===== src/include/motorDrive_defines.svh =====
`ifndef MOTORDRIVE_DEFINES_SVH
`define MOTORDRIVE_DEFINES_SVH

// step period and sub-step counter width.
`define STEP_CNT_WIDTH 25

// pwm counter and duty width.
`define PWM_WIDTH      8
`define PWM_TOP        100   // counter runs 0 .. PWM_TOP-1.

// speed control, in clk cycles per sub-step.
`define DEFAULT_PERIOD 40
`define MIN_PERIOD     8
`define MAX_PERIOD     200
`define PERIOD_DELTA   4

// phase position codes.
`define STEP_LAST      11
`define STEP_IDLE      15    // held from reset until the first start.

`endif


===== src/motorPkg.sv =====
`default_nettype none

`include "motorDrive_defines.svh"

package motorPkg;

    // electrical position, 0..11 valid.
    typedef logic [3:0] stepIndex_t;

    typedef logic [1:0] splitStep_t;   // extra sub-steps per position.

    typedef logic [`STEP_CNT_WIDTH-1:0] stepCount_t;

    typedef logic [`PWM_WIDTH-1:0] pwmCount_t;

    // drive state of one half-bridge.
    typedef enum logic [1:0] {
        GATE_OFF  = 2'd0,
        GATE_HIGH = 2'd1,
        GATE_LOW  = 2'd2
    } gateState_e;

endpackage

`default_nettype wire


===== src/motorDriveTop.sv =====
`timescale 1ns/100ps
`default_nettype none

`include "motorDrive_defines.svh"

module motorDriveTop
    import motorPkg::*;
(
    input  logic       clk,
    input  logic       rstN,
    input  logic       start,
    input  logic       freqInc,
    input  logic       freqDec,
    input  splitStep_t splitMax,
    input  pwmCount_t  dutyCycle,
    output stepIndex_t stepA,
    output stepIndex_t stepB,
    output stepIndex_t stepC,
    output splitStep_t splitStep,
    output logic       stepDone,
    output logic [2:0] highGate,
    output logic [2:0] lowGate
);

    stepCount_t stepPeriod;
    logic       pwmOn;

    speedControl uSpeed (
        .clk        (clk),
        .rstN       (rstN),
        .freqInc    (freqInc),
        .freqDec    (freqDec),
        .stepPeriod (stepPeriod)
    );

    stepGenerator uStep (
        .clk        (clk),
        .rstN       (rstN),
        .start      (start),
        .splitMax   (splitMax),
        .stepPeriod (stepPeriod),
        .stepA      (stepA),
        .stepB      (stepB),
        .stepC      (stepC),
        .splitStep  (splitStep),
        .stepDone   (stepDone)
    );

    pwmCarrier uPwm (
        .clk       (clk),
        .rstN      (rstN),
        .dutyCycle (dutyCycle),
        .pwmOn     (pwmOn)
    );

    phaseDriver uPhase (
        .clk      (clk),
        .rstN     (rstN),
        .stepA    (stepA),
        .stepB    (stepB),
        .stepC    (stepC),
        .pwmOn    (pwmOn),
        .highGate (highGate),
        .lowGate  (lowGate)
    );

endmodule

`default_nettype wire


===== src/phaseDriver.sv =====
`timescale 1ns/100ps
`default_nettype none

`include "motorDrive_defines.svh"

module phaseDriver
    import motorPkg::*;
(
    input  logic       clk,
    input  logic       rstN,
    input  stepIndex_t stepA,
    input  stepIndex_t stepB,
    input  stepIndex_t stepC,
    input  logic       pwmOn,
    output logic [2:0] highGate,   // bit 0 is phase A.
    output logic [2:0] lowGate
);

    stepIndex_t phaseStep [3];
    gateState_e phaseState [3];
    logic [2:0] highNext;
    logic [2:0] lowNext;

    // position to half-bridge state.
    function automatic gateState_e gateOf(input stepIndex_t pos);
        gateState_e state;
        if (pos > stepIndex_t'(`STEP_LAST)) begin
            state = GATE_OFF;   // idle and invalid codes float the bridge.
        end
        else if (pos <= 4'd3) begin
            state = GATE_HIGH;
        end
        else if (pos >= 4'd6 && pos <= 4'd9) begin
            state = GATE_LOW;
        end
        else begin
            state = GATE_OFF;
        end
        return state;
    endfunction

    assign phaseStep[0] = stepA;
    assign phaseStep[1] = stepB;
    assign phaseStep[2] = stepC;

    always_comb begin
        for (int i = 0; i < 3; i++) begin
            phaseState[i] = gateOf(phaseStep[i]);
            highNext[i]   = (phaseState[i] == GATE_HIGH) & pwmOn;   // chopped high side.
            lowNext[i]    = (phaseState[i] == GATE_LOW);
        end
    end

    // high and low come from exclusive states, so never both on.
    always_ff @(posedge clk) begin
        if (!rstN) begin
            highGate <= '0;
            lowGate  <= '0;
        end
        else begin
            highGate <= highNext;
            lowGate  <= lowNext;
        end
    end

endmodule

`default_nettype wire


===== src/pwmCarrier.sv =====
`timescale 1ns/100ps
`default_nettype none

`include "motorDrive_defines.svh"

module pwmCarrier
    import motorPkg::*;
(
    input  logic      clk,
    input  logic      rstN,
    input  pwmCount_t dutyCycle,
    output logic      pwmOn
);

    pwmCount_t pwmCnt;
    logic      pwmWrap;

    assign pwmWrap = (pwmCnt == pwmCount_t'(`PWM_TOP - 1));

    // free running carrier, no enable.
    always_ff @(posedge clk) begin
        if (!rstN) begin
            pwmCnt <= '0;
        end
        else if (pwmWrap) begin
            pwmCnt <= '0;
        end
        else begin
            pwmCnt <= pwmCnt + 1'b1;
        end
    end

    // duty 0 never fires, duty >= PWM_TOP always does.
    assign pwmOn = (pwmCnt < dutyCycle);

endmodule

`default_nettype wire


===== src/speedControl.sv =====
`timescale 1ns/100ps
`default_nettype none

`include "motorDrive_defines.svh"

module speedControl
    import motorPkg::*;
(
    input  logic       clk,
    input  logic       rstN,
    input  logic       freqInc,     // faster, one cycle strobe.
    input  logic       freqDec,     // slower, one cycle strobe.
    output stepCount_t stepPeriod
);

    stepCount_t periodNext;
    logic       goFaster;
    logic       goSlower;

    // both strobes together cancel out.
    assign goFaster = freqInc & ~freqDec;
    assign goSlower = freqDec & ~freqInc;

    always_comb begin
        periodNext = stepPeriod;
        if (goFaster) begin
            // shorter period means a faster step rate.
            if (stepPeriod < stepCount_t'(`MIN_PERIOD + `PERIOD_DELTA)) begin
                periodNext = stepCount_t'(`MIN_PERIOD);
            end
            else begin
                periodNext = stepPeriod - stepCount_t'(`PERIOD_DELTA);
            end
        end
        else if (goSlower) begin
            if (stepPeriod > stepCount_t'(`MAX_PERIOD - `PERIOD_DELTA)) begin
                periodNext = stepCount_t'(`MAX_PERIOD);
            end
            else begin
                periodNext = stepPeriod + stepCount_t'(`PERIOD_DELTA);
            end
        end
    end

    always_ff @(posedge clk) begin
        if (!rstN) begin
            stepPeriod <= stepCount_t'(`DEFAULT_PERIOD);
        end
        else begin
            stepPeriod <= periodNext;   // new period seen one cycle after the strobe.
        end
    end

endmodule

`default_nettype wire


===== src/stepGenerator.sv =====
`timescale 1ns/100ps
`default_nettype none

`include "motorDrive_defines.svh"

module stepGenerator
    import motorPkg::*;
(
    input  logic       clk,
    input  logic       rstN,
    input  logic       start,
    input  splitStep_t splitMax,
    input  stepCount_t stepPeriod,
    output stepIndex_t stepA,
    output stepIndex_t stepB,
    output stepIndex_t stepC,
    output splitStep_t splitStep,
    output logic       stepDone
);

    logic       startD;
    logic       startUp;
    stepCount_t subCnt;
    logic       cntLast;
    logic       subEnd;

    assign startUp = start & ~startD;
    assign cntLast = (subCnt[`STEP_CNT_WIDTH-1:1] == '0);   // count at 1 (or 0).
    assign subEnd  = start & cntLast & ~startUp;

    // last cycle of the final sub-step of a position.
    assign stepDone = subEnd & (splitStep == '0);

    always_ff @(posedge clk) begin
        if (!rstN) begin
            startD <= 1'b0;
        end
        else begin
            startD <= start;
        end
    end

    // sub-step counter, holds while start is low.
    always_ff @(posedge clk) begin
        if (!rstN) begin
            subCnt <= stepCount_t'(`DEFAULT_PERIOD);
        end
        else if (startUp || subEnd) begin
            subCnt <= stepPeriod;   // period changes land here.
        end
        else if (start) begin
            subCnt <= subCnt - 1'b1;
        end
    end

    always_ff @(posedge clk) begin
        if (!rstN) begin
            splitStep <= splitMax;
        end
        else if (startUp) begin
            splitStep <= splitMax;
        end
        else if (subEnd) begin
            if (splitStep == '0) begin
                splitStep <= splitMax;
            end
            else begin
                splitStep <= splitStep - 1'b1;
            end
        end
    end

    always_ff @(posedge clk) begin
        if (!rstN) begin
            stepA <= stepIndex_t'(`STEP_IDLE);
        end
        else if (startUp) begin
            stepA <= '0;
        end
        else if (stepDone) begin
            if (stepA == stepIndex_t'(`STEP_LAST)) begin
                stepA <= '0;
            end
            else begin
                stepA <= stepA + 1'b1;
            end
        end
    end

    // phase B trails by 4 positions, C leads by 4, i.e. +8 and +4 mod 12.
    always_comb begin
        if (stepA > stepIndex_t'(`STEP_LAST)) begin
            stepB = 4'hE;   // invalid marker.
            stepC = 4'hE;
        end
        else begin
            stepB = (stepA >= 4'd4) ? stepA - 4'd4 : stepA + 4'd8;
            stepC = (stepA >= 4'd8) ? stepA - 4'd8 : stepA + 4'd4;
        end
    end

endmodule

`default_nettype wire

===== config.mk =====
export PLATFORM = sky130hd
export DESIGN_NAME = motorDriveTop
export DESIGN_NICKNAME = d
export VERILOG_FILES = /design/src/motorPkg.sv /design/src/motorDriveTop.sv /design/src/phaseDriver.sv /design/src/pwmCarrier.sv /design/src/speedControl.sv /design/src/stepGenerator.sv
export VERILOG_INCLUDE_DIRS = /design/src /design/src/include
export SDC_FILE = /design/constraint.sdc
export NUM_CORES = 1
export LEC_CHECK = 0
export BUFFER_PORTS_ARGS = -buffer_cell sky130_fd_sc_hd__buf_2
export CORE_MARGIN = 3
export CORE_UTILIZATION = 52
export DETAILED_ROUTE_END_ITERATION = 6
export GPL_TIMING_DRIVEN = 0
export PLACE_DENSITY = 0.82
export SLEW_MARGIN = 20
export SYNTH_ARGS = -nofsm -noshare
export SYNTH_HDL_FRONTEND = slang
export SYNTH_HIERARCHICAL = 1
export SYNTH_SLANG_ARGS = --single-unit

===== constraint.sdc =====
create_clock -name clk -period 2.4 [get_ports clk]
set_input_delay 0.48 -clock clk [delete_from_list [all_inputs] [get_ports clk]]
set_output_delay 0.48 -clock clk [all_outputs]
set_load 0.02 [all_outputs]

==> flow_metrics.py, run 1 <==
metrics = {
    "status": {
        "status": "finished clean",
    },
    "timing": {
        "rsz0062_at_grt": "true",
        "min_period_ns": 2.35,
        "relSlewSlack_pct": 53.6,
        "tns_ns": 0,
        "hold_viol": 0,
        "fmax_mhz": 426,
        "tightest_slew_ns": 0.695,
        "setup_viol": 0,
        "drv_slew": 0,
        "clock_skew_ns": 0.00534,
        "fin_crit_sh_pct": 97.9,
    },
    "clock_network": {
        "cts_tree": "built",
        "h-tree-depth": 3,
        "cts_root_buffer": "clkbuf_8",
        "clock_latency_ns": 0.34,
        "path_clk_slew_ns": 0.08,
        "hold_buffers": 0,
        "clk_path_buf_depth": 2,
        "cts_sinks": 69,
        "cts_buffers": 9,
    },
    "place": {
        "port_buffers": 35,
        "dp_cells": 680,
        "finalWeightedCongestion": 0.926,
        "post-dp-hpwl_mm": 9.10,
    },
    "pwr": {
        "total_power_w": 0.00286,
        "p_leak_nw": 2.02,
        "vdd_drop_max_v": 0.000366,
        "powerDensity_mw_per_mm2": 563,
    },
    "worst_setup_path": {
        "crit_path_max_fanout": 8,
        "max_stage_delay_ns": 0.56,
        "cp-end-kind": "register",
        "crit_slowest_cell": "or4_4",
        "cp_cell_sequence": "clkbuf_1 > or4_4 > nor4b_4 > a21boi_1 > a221oi_1 > nor3_1",
        "rr_worst_depth": 6,
        "worst_ep_required_time_ns": 2.61,
        "crit_type": "reg2reg",
        "start_kind": "register",
        "worstPathArrival_ns": 2.56,
    },
    "final_layout": {
        "final-seq-area_sq_mm": 0.00141,
        "multiInputGateArea_sq_mm": 0.00282,
        "antenna_cells": 0,
        "area_growth_pct": 13.8,
        "drive_gt1_share_pct": 19.8,
        "nNetsFinal": 622,
        "nFillCells": 721,
        "final_cells": 700,
    },
    "yosys": {
        "async_reset_ff_share_pct": 0,
        "syn_inst": 539,
        "ys_seq_elements": 69,
        "seq_area_frac_synth_pct": 31.5,
        "ys_warn_count": 6,
        "synth.distinct_cells": 78,
        "synth-edff-count": 2,
        "synth_area_sq_mm": 0.00445,
        "ys.flop_type": "dfxtp_1",
        "syn_area_per_cell_sq_um": 8.26,
    },
    "floorplan": {
        "rows": 33,
        "die_h_um": 98.6,
        "die_area_sq_mm": 0.00971,
        "core-area_sq_mm": 0.00826,
        "start_util_pct": 53.9,
        "pin_count": 36,
        "dieWidth_um": 98.6,
    },
    "routing": {
        "routed_wirelength_mm": 12.5,
        "routedWlPerCell_um": 17.9,
        "ant_nets": 0,
        "first_iter_violations": 438,
        "vias": 4557,
        "firstDrtPassIters": 5,
        "vias_per_cell": 6.51,
        "drc_errors": 0,
    },
    "global_routing": {
        "first_global_vias": 4360,
        "grt_max_degree": 14,
        "grt.overflow.total": 0,
        "grt_pass1_wl_mm": 20.6,
        "antenna_found_initial": 0,
        "grt_usage_pct": 25.6,
    },
    "run": {
        "drv_cap": 0,
    },
    "min_path": {
        "min_delay_path_depth": 3,
        "hp-class": "in2reg",
    },
}
[registers in the layout (all words and copies together) (netlist names)]
signal	flops
uPhase/highGate	3
uPhase/lowGate	3
uPwm/pwmCnt	8
uSpeed/stepPeriod	23
uStep/splitStep	2
uStep/startD	1
uStep/stepA	4
uStep/subCnt	25
[worst max-delay path: cells and delay by family (launching register included)]
family | cells | cell delay (ns)
simple gates | 3 | 1.02
flops | 1 | 0.32
buf+inv | 1 | 0.22
compound gates | 2 | 0.65
[placed cells by master (no fill, tap or decap), types with 11 or more instances in the layout]
master	instances
dfxtp_1	64
nand2_1	46
buf_2	39
nor2_1	39
nand3_1	29
inv_1	27
nor3_1	21
o21ai_0	20
clkbuf_1	20
a31oi_1	18
ha_1	17
a21oi_1	13
mux2i_1	13
buf_4	12
nand4_1	11
[synthesized netlist by cell type, types with 4 or more instances]
cell,count,area (sq um)
mux2i_1,13,130
clkbuf_1,20,75.1
nand4b_1,5,43.8
nor2_1,39,146
or3_1,7,43.8
nand4_1,11,68.8
a31oi_1,18,113
nand2_1,46,173
nor3_1,22,110
and3_1,10,62.6
buf_4,7,52.6
o311ai_0,5,43.8
dfxtp_1,67,1340
or2_2,4,25.0
xor2_1,4,35.0
a221o_1,5,50.1
a21oi_1,13,65.1
or4_4,7,78.8
nor4_1,14,87.6
and4_1,5,43.8
nor4_2,4,50.1
nand3_1,29,145
nand2b_1,8,50.1
o22ai_1,9,56.3
mux2_2,4,45.0
ha_1,17,213
or4_1,6,45.0
a221oi_1,6,52.6
o21ai_0,20,100
inv_1,28,105
buf_2,5,25.0
[kinds of logic (layout without fill, tap and decap cells)]
kind of cell,after synthesis,count (layout),share of synthesized area [%]
AND/OR/NAND/NOR,240,240,31.5
AO/OA/AOI/OAI,125,125,20.4
flip-flops,69,69,31.5
buffers and inverters,63,118,6.54
adder cells (fa/ha/maj),17,17,4.78
multiplexers,17,17,3.93
XOR/XNOR,7,7,1.38
other,1,2,0.0842
[cell type report]
cell class              instances  share of cell area (%)
plain buffers                  35                    3.68
flip-flops and latches         69                    27.7
clock buffers                  10                    2.94
well taps                     105                    2.59
clock inverters                 6                    1.36
inverters                      28                    2.07
repair buffers                 39                    4.10
multi-input cells             408                    55.6
[routing by layer]
| layer | routed length [um] | track usage [%] | part of all wire [%] |
|---|---|---|---|
| met1 | 5290 | 33.7 | 42 |
| met2 | 5790 | 41.4 | 46 |
| met3 | 1100 | 3.82 | 8.8 |
| met4 | 354 | 11.6 | 2.8 |
| met5 | 0 | 0 | 0 |
[through the flow]
| stage | util, % | worst slack [ns] | instance area (sq um) | hold WS (ns) |
|---|---|---|---|---|
| 2_1_floorplan | - | 0.320 | 4460 | 0.425 |
| 4_1_cts | 60.7 | 0.00162 | 5010 | 0.422 |
| 6_report | 61.4 | 0.0505 | 5070 | 0.434 |
| 3_3_place_gp | 57.7 | -0.0985 | 4760 | 0.437 |
| 3_5_place_dp | 57.7 | -0.0929 | 4760 | 0.448 |
| 5_1_grt | 61.4 | -0.0187 | 5070 | 0.443 |
[what timing repair did]
action	CTS	global route
pin swaps	3	3
resized for setup	4	10
endpoints found under the setup margin	3	11
setup buffers	2	2
[power by group]
part	switching, W	internal (W)	leakage [nW]
clock	0.000483	0.000549	0.108
combinational	0.000360	0.000211	1.34
sequential	0.0000578	0.00119	0.565
[final timing paths]
path                                      startpoint                    to  slack [ns]
worst min-delay path                     splitMax[1]    uStep/splitStep[1]        0.43
worst max register to register  uSpeed/stepPeriod[6]  uSpeed/stepPeriod[4]        0.05
worst min register to register        uPwm/pwmCnt[0]        uPwm/pwmCnt[0]        0.46
worst max-delay path            uSpeed/stepPeriod[6]  uSpeed/stepPeriod[4]        0.05
Power figures use the tool's default switching activity.
==> inputs of run 2 (changes only) <==
--- a/config.mk
+++ b/config.mk
@@ -12,6 +12,7 @@
 export DETAILED_ROUTE_END_ITERATION = 6
 export GPL_TIMING_DRIVEN = 0
 export PLACE_DENSITY = 0.82
+export SETUP_SLACK_MARGIN = 0.3
 export SLEW_MARGIN = 20
 export SYNTH_ARGS = -nofsm -noshare
 export SYNTH_HDL_FRONTEND = slang
==> run 2 against run 1 <==
- total power increased by 6.3%
- design area grew 15%
- utilization up 9.4 points
- highest routed layer unchanged
==> flow_metrics.py, run 2 (same netlist as run 1, synthesis figures left out) <==
metrics = {
    "status": {
        "status": "finished clean",
    },
    "worst_setup_path": {
        "path_common_cell": "buf_6",
        "crit_type": "reg2out",
        "cp-end-kind": "output pin",
        "crit_path_max_fanout": 4,
        "cp_cell_sequence": "buf_6 > or4_4 > nor3_4 > nand3_2 > inv_2 > buf_6",
        "start_kind": "register",
        "reg2reg_slack_ns": 0.15,
        "worst_ep_required_time_ns": 1.92,
        "rr_worst_depth": 6,
        "r2r-start": "uStep/subCnt[10]",
        "r2r_end": "uStep/subCnt[20]",
        "max_stage_delay_ns": 0.57,
        "crit_slowest_cell": "or4_4",
        "worstPathArrival_ns": 1.87,
    },
    "routing": {
        "vias_per_cell": 6.76,
        "drc_errors": 0,
        "first_iter_violations": 534,
        "routed_wirelength_mm": 14.9,
        "ant_nets": 0,
        "firstDrtPassIters": 5,
        "vias": 5044,
        "routedWlPerCell_um": 19.9,
    },
    "place": {
        "finalWeightedCongestion": 0.926,
        "port_buffers": 35,
        "post-dp-hpwl_mm": 9.10,
        "dpl-instance-area_sq_mm": 0.00476,
    },
    "min_path": {
        "hp-class": "in2reg",
        "hold_start": "splitMax[1]",
        "min_delay_path_depth": 3,
        "hold_end": "uStep/splitStep[1]",
    },
    "final_layout": {
        "area_growth_pct": 31.3,
        "antenna_cells": 0,
        "reg.largest.list": "uStep/subCnt x25, uSpeed/stepPeriod x23, uPwm/pwmCnt x8",
        "nNetsFinal": 668,
        "nFillCells": 614,
        "final_core_util_pct": 70.8,
        "largest_register": "uStep/subCnt",
        "design_area_sq_mm": 0.00585,
        "final_cell_mix": "dfxtp_1 (50), buf_4 (48), nand2_1 (39), nor2_1 (38), buf_2 (37)",
        "drive_gt1_share_pct": 34.6,
        "largest_reg_flops": 25,
        "final_common_cell": "dfxtp_1",
    },
    "global_routing": {
        "grt_usage_pct": 26.9,
        "grt_use_met2_pct": 44.3,
        "grt_max_degree": 14,
        "top_usage_layer": "met2",
        "first_global_vias": 4542,
        "use_met3_pct": 4.03,
        "met1_usage_pct": 34.3,
        "grt_pass1_wl_mm": 21.5,
        "grt.overflow.total": 0,
        "antenna_found_initial": 0,
    },
    "clock_network": {
        "cts_sinks": 69,
        "cts_buffers": 9,
        "cts_root_buffer": "clkbuf_8",
        "clk_path_buf_depth": 2,
        "clock_latency_ns": 0.34,
        "cts_tree": "built",
        "h-tree-depth": 3,
        "hold_buffers": 0,
        "path_clk_slew_ns": 0.08,
    },
    "pwr": {
        "powerDensity_mw_per_mm2": 519,
        "p_clk_share_pct": 34.2,
        "sw_frac_of_total_pct": 32.4,
        "intPower_w": 0.00205,
        "seq_power_share_pct": 41.5,
        "vdd_drop_max_v": 0.000385,
        "netSwitchingPower_w": 0.000983,
        "power_frac_comb_pct": 24.3,
        "p_leak_nw": 2.38,
        "total_power_w": 0.00304,
    },
    "timing": {
        "fin_crit_sh_pct": 98.1,
        "tns_ns": 0,
        "min_period_ns": 2.35,
        "hold_viol": 0,
        "relSlewSlack_pct": 45.2,
        "rsz0062_at_grt": "true",
        "setup_viol": 0,
        "hold_slack_ns": 0.432,
        "drv_slew": 0,
        "clock_skew_ns": 0.00682,
        "fmax_mhz": 425,
        "tightest_slew_ns": 0.819,
    },
    "run": {
        "drv_cap": 0,
    },
    "floorplan": {
        "die_h_um": 98.6,
        "dieWidth_um": 98.6,
        "pin_count": 36,
        "core-area_sq_mm": 0.00826,
        "rows": 33,
        "die_area_sq_mm": 0.00971,
        "start_util_pct": 53.9,
    },
}
==> run 2: changes by cell type in the layout (fill, tap and decap cells not counted), sizes merged <==
| cell | delta |
|---|---|
| buf | +47 |
| clkbuf | -1 |
==> run 2: layout make-up <==
| class | instances | area [sq um] | share of cell area (%) |
|---|---|---|---|
| Buffer | 35 | 234 | 4.00 |
| Timing Repair Buffer | 85 | 583 | 9.97 |
| Sequential cell | 69 | 1430 | 24.5 |
| Clock inverter | 6 | 68.8 | 1.18 |
| Tap cell | 105 | 131 | 2.25 |
| Clock buffer | 10 | 149 | 2.55 |
| Multi-Input combinational cell | 408 | 3150 | 53.8 |
| Inverter | 28 | 105 | 1.80 |
==> run 2: per-layer routing <==
| layer | vias to the layer above | part of all wire (%) |
|---|---|---|
| met2 | 353 | 47 |
| met1 | 2367 | 38 |
| met4 | 0 | 5.2 |
| met5 | - | 0 |
| li1 | 2239 | - |
| met3 | 85 | 9.8 |
==> run 2: timing repair <==
action	4_1_cts	5_1_grt
pin swaps	22	40
cloned	1	0
setup buffers	20	29
setup endpoints to repair	51	48
gates resized for setup	48	84
==> run 2: how the worst max path moves through the flow <==
stage,start,to,slack (ns),cells past startpoint
3_5_place_dp,uStep/subCnt[13],uStep/subCnt[9],-0.09,7
3_3_place_gp,uStep/subCnt[13],uStep/subCnt[9],-0.1,7
4_1_cts,uStep/subCnt[4],stepDone,0.11,6
6_report,uStep/subCnt[13],stepDone,0.05,6
5_1_grt,uStep/subCnt[13],stepDone,-0.005,6
2_1_floorplan,uStep/subCnt[13],stepDone,0.32,5
==> run 2: per-stage QoR <==
| step | worst slack (ns) | std cells |
|---|---|---|
| 2_1_floorplan | 0.320 | 540 |
| 3_3_place_gp | -0.0985 | 680 |
| 3_5_place_dp | -0.0929 | 680 |
| 4_1_cts | 0.107 | 717 |
| 5_1_grt | -0.00525 | 746 |
| 6_report | 0.0459 | 746 |
==> run 2: power by group through the flow <==
stage                     registers (W)  logic, W  clock network, W
final                           0.00126  0.000739           0.00104
after global placement          0.00127  0.000536                 0
after floorplan                 0.00128  0.000383                 0
after CTS                       0.00125  0.000613           0.00104
after detailed placement        0.00128  0.000548                 0
after global routing            0.00127  0.000784           0.00110
==> run 2: critical path, delay by kind of cell (launching register included) <==
kind          cells  cell delay (ns)
buf+inv           3             0.31
simple gates      3             0.91
flops             1             0.32
==> inputs of run 3 (changes only) <==
==> constraint.sdc (replaced) <==
create_clock -name clk -period 2.4 [get_ports clk]
set_input_delay 0.24 -clock clk [delete_from_list [all_inputs] [get_ports clk]]
set_output_delay 0.24 -clock clk [all_outputs]
set_load 0.02 [all_outputs]
==> run 3 against run 2 <==
- design area down 7.0%
- global-route usage down 0.43 points
- first-iteration DRC count down 24%
- setup slack better by 0.22 ns
- fmax up 10%
- wire length down 10%
- register-to-register slack better by 0.12 ns
- utilization down 4.9 points
- worst hold slack worse by 0.25 ns
- via count down 6.3%
- total power down 2.8%
- flip-flop and latch count unchanged
- critical endpoint is now uSpeed/stepPeriod[4]
- highest routed layer unchanged
==> flow_metrics.py, run 3 (same netlist as run 1, synthesis figures left out) <==
metrics = {
    "status": {
        "status": "finished clean",
    },
    "clock_network": {
        "cts_sinks": 69,
        "cts_buffers": 9,
        "cts_tree": "built",
        "cts_root_buffer": "clkbuf_8",
        "clock_latency_ns": 0.36,
        "clk_path_buf_depth": 2,
        "hold_buffers": 0,
        "path_clk_slew_ns": 0.08,
        "h-tree-depth": 3,
    },
    "timing": {
        "setup_viol": 0,
        "min_period_ns": 2.13,
        "clock_skew_ns": 0.00639,
        "rsz0062_at_grt": "true",
        "tightest_slew_ns": 0.626,
        "fin_crit_sh_pct": 88.9,
        "fmax_mhz": 469,
        "relSlewSlack_pct": 58.3,
        "hold_viol": 0,
        "tns_ns": 0,
        "drv_slew": 0,
    },
    "floorplan": {
        "start_util_pct": 53.9,
        "die_area_sq_mm": 0.00971,
        "dieWidth_um": 98.6,
        "rows": 33,
        "die_h_um": 98.6,
        "pin_count": 36,
        "core-area_sq_mm": 0.00826,
    },
    "worst_setup_path": {
        "rr_worst_depth": 7,
        "max_stage_delay_ns": 0.55,
        "cp_cell_sequence": "buf_6 > or4_4 > nor4b_4 > a21boi_2 > buf_6 > a221oi_2 > nor3_1",
        "worst_ep_required_time_ns": 2.62,
        "start_kind": "register",
        "r2r-start": "uSpeed/stepPeriod[5]",
        "crit_slowest_cell": "or4_4",
        "crit_type": "reg2reg",
        "crit_path_max_fanout": 6,
        "crit_start": "uSpeed/stepPeriod[5]",
        "cp-end-kind": "register",
        "worstPathArrival_ns": 2.35,
        "path_common_cell": "buf_6",
    },
    "global_routing": {
        "antenna_found_initial": 0,
        "first_global_vias": 4520,
        "grt_max_degree": 14,
        "grt_usage_pct": 26.4,
        "grt.overflow.total": 0,
        "grt_pass1_wl_mm": 21.3,
    },
    "final_layout": {
        "drive_gt1_share_pct": 28.0,
        "largest_reg_flops": 25,
        "antenna_cells": 0,
        "largest_register": "uStep/subCnt",
        "area_growth_pct": 22.1,
        "final_common_cell": "dfxtp_1",
        "nFillCells": 676,
        "nNetsFinal": 637,
        "reg.largest.list": "uStep/subCnt x25, uSpeed/stepPeriod x23, uPwm/pwmCnt x8",
        "final_cell_mix": "dfxtp_1 (53), nand2_1 (44), buf_2 (39), nor2_1 (39), nand3_1 (28)",
    },
    "min_path": {
        "min_delay_path_depth": 3,
        "hp-class": "in2reg",
        "hold_start": "splitMax[1]",
    },
    "routing": {
        "vias": 4728,
        "vias_per_cell": 6.61,
        "drc_errors": 0,
        "routed_wirelength_mm": 13.3,
        "ant_nets": 0,
        "routedWlPerCell_um": 18.6,
        "firstDrtPassIters": 5,
        "first_iter_violations": 406,
    },
    "place": {
        "port_buffers": 35,
        "finalWeightedCongestion": 0.926,
        "post-dp-hpwl_mm": 9.10,
    },
    "pwr": {
        "vdd_drop_max_v": 0.000366,
        "powerDensity_mw_per_mm2": 543,
        "p_leak_nw": 2.17,
        "total_power_w": 0.00295,
    },
    "run": {
        "drv_cap": 0,
    },
}
==> run 3: cell count changes in the layout (fill, tap and decap cells not counted), moves of 3 or more <==
cell      previous run  this run
buf_4               48        23
buf_6               15         9
clkbuf_2             4         1
dfxtp_1             50        53
dfxtp_2             14        11
nand2_1             39        44
nand2_2              6         2
o21ai_0             16        20
o21ai_1              5         1
==> run 3: final timing paths <==
kind | endpoint | slack (ns)
max | uSpeed/stepPeriod[4] | 0.27
min | uStep/splitStep[1] | 0.18
max reg2reg | uSpeed/stepPeriod[4] | 0.27
min reg2reg | uPwm/pwmCnt[0] | 0.46
==> run 3: power breakdown <==
group / total, W / switching [W] / internal (W)
Sequential: 0.00126 / 0.0000629 / 0.00119
Clock: 0.00105 / 0.000498 / 0.000548
Combinational: 0.000648 / 0.000387 / 0.000261
Total: 0.00295 / 0.000948 / 0.00200
==> run 3: metrics by stage <==
| stage | cells | utilization (%) | hold WS (ns) | cell area (sq um) | setup slack, ns |
|---|---|---|---|---|---|
| floorplan | 540 | - | 0.362 | 4460 | 0.335 |
| global placement | 680 | 57.7 | 0.437 | 4760 | -0.0985 |
| detailed placement | 680 | 57.7 | 0.448 | 4760 | -0.0929 |
| CTS | 709 | 63.5 | 0.182 | 5240 | 0.245 |
| global route | 715 | 65.9 | 0.198 | 5440 | 0.180 |
| finish | 715 | 65.9 | 0.181 | 5440 | 0.267 |
==> run 3: repair_timing <==
item | CTS | global route
pin swaps | 14 | 22
gates resized for setup | 43 | 45
endpoints found under the setup margin | 48 | 44
gates cloned | 1 | 0
endpoints found under the hold margin | 0 | 0
buffers inserted | 12 | 6
==> run 3: cell type report <==
class	count	area [sq um]	area share, %
inverter	28	105	1.93
tap	105	131	2.41
sequential	69	1430	26.2
clock buffer	10	149	2.74
buffer	35	226	4.16
clock inverter	6	68.8	1.26
timing repair buffer	54	329	6.05
multi-input combinational	408	3000	55.2
==> run 3: critical path, delay by kind of cell (launching register included) <==
family	cells	cell delay, ns
simple gates	3	0.96
compound gates	2	0.43
flops	1	0.33
buf+inv	2	0.29
==> run 3: metal layers <==
metal | part of all wire (%) | GRT usage (%) | vias to the layer above | wire (um)
li1 | - | - | 2175 | -
met1 | 40 | 33.0 | 2198 | 5300
met2 | 47 | 44.4 | 290 | 6250
met3 | 9.2 | 5.10 | 65 | 1220
met4 | 4.0 | 11.7 | 0 | 537
met5 | 0 | 0 | - | 0
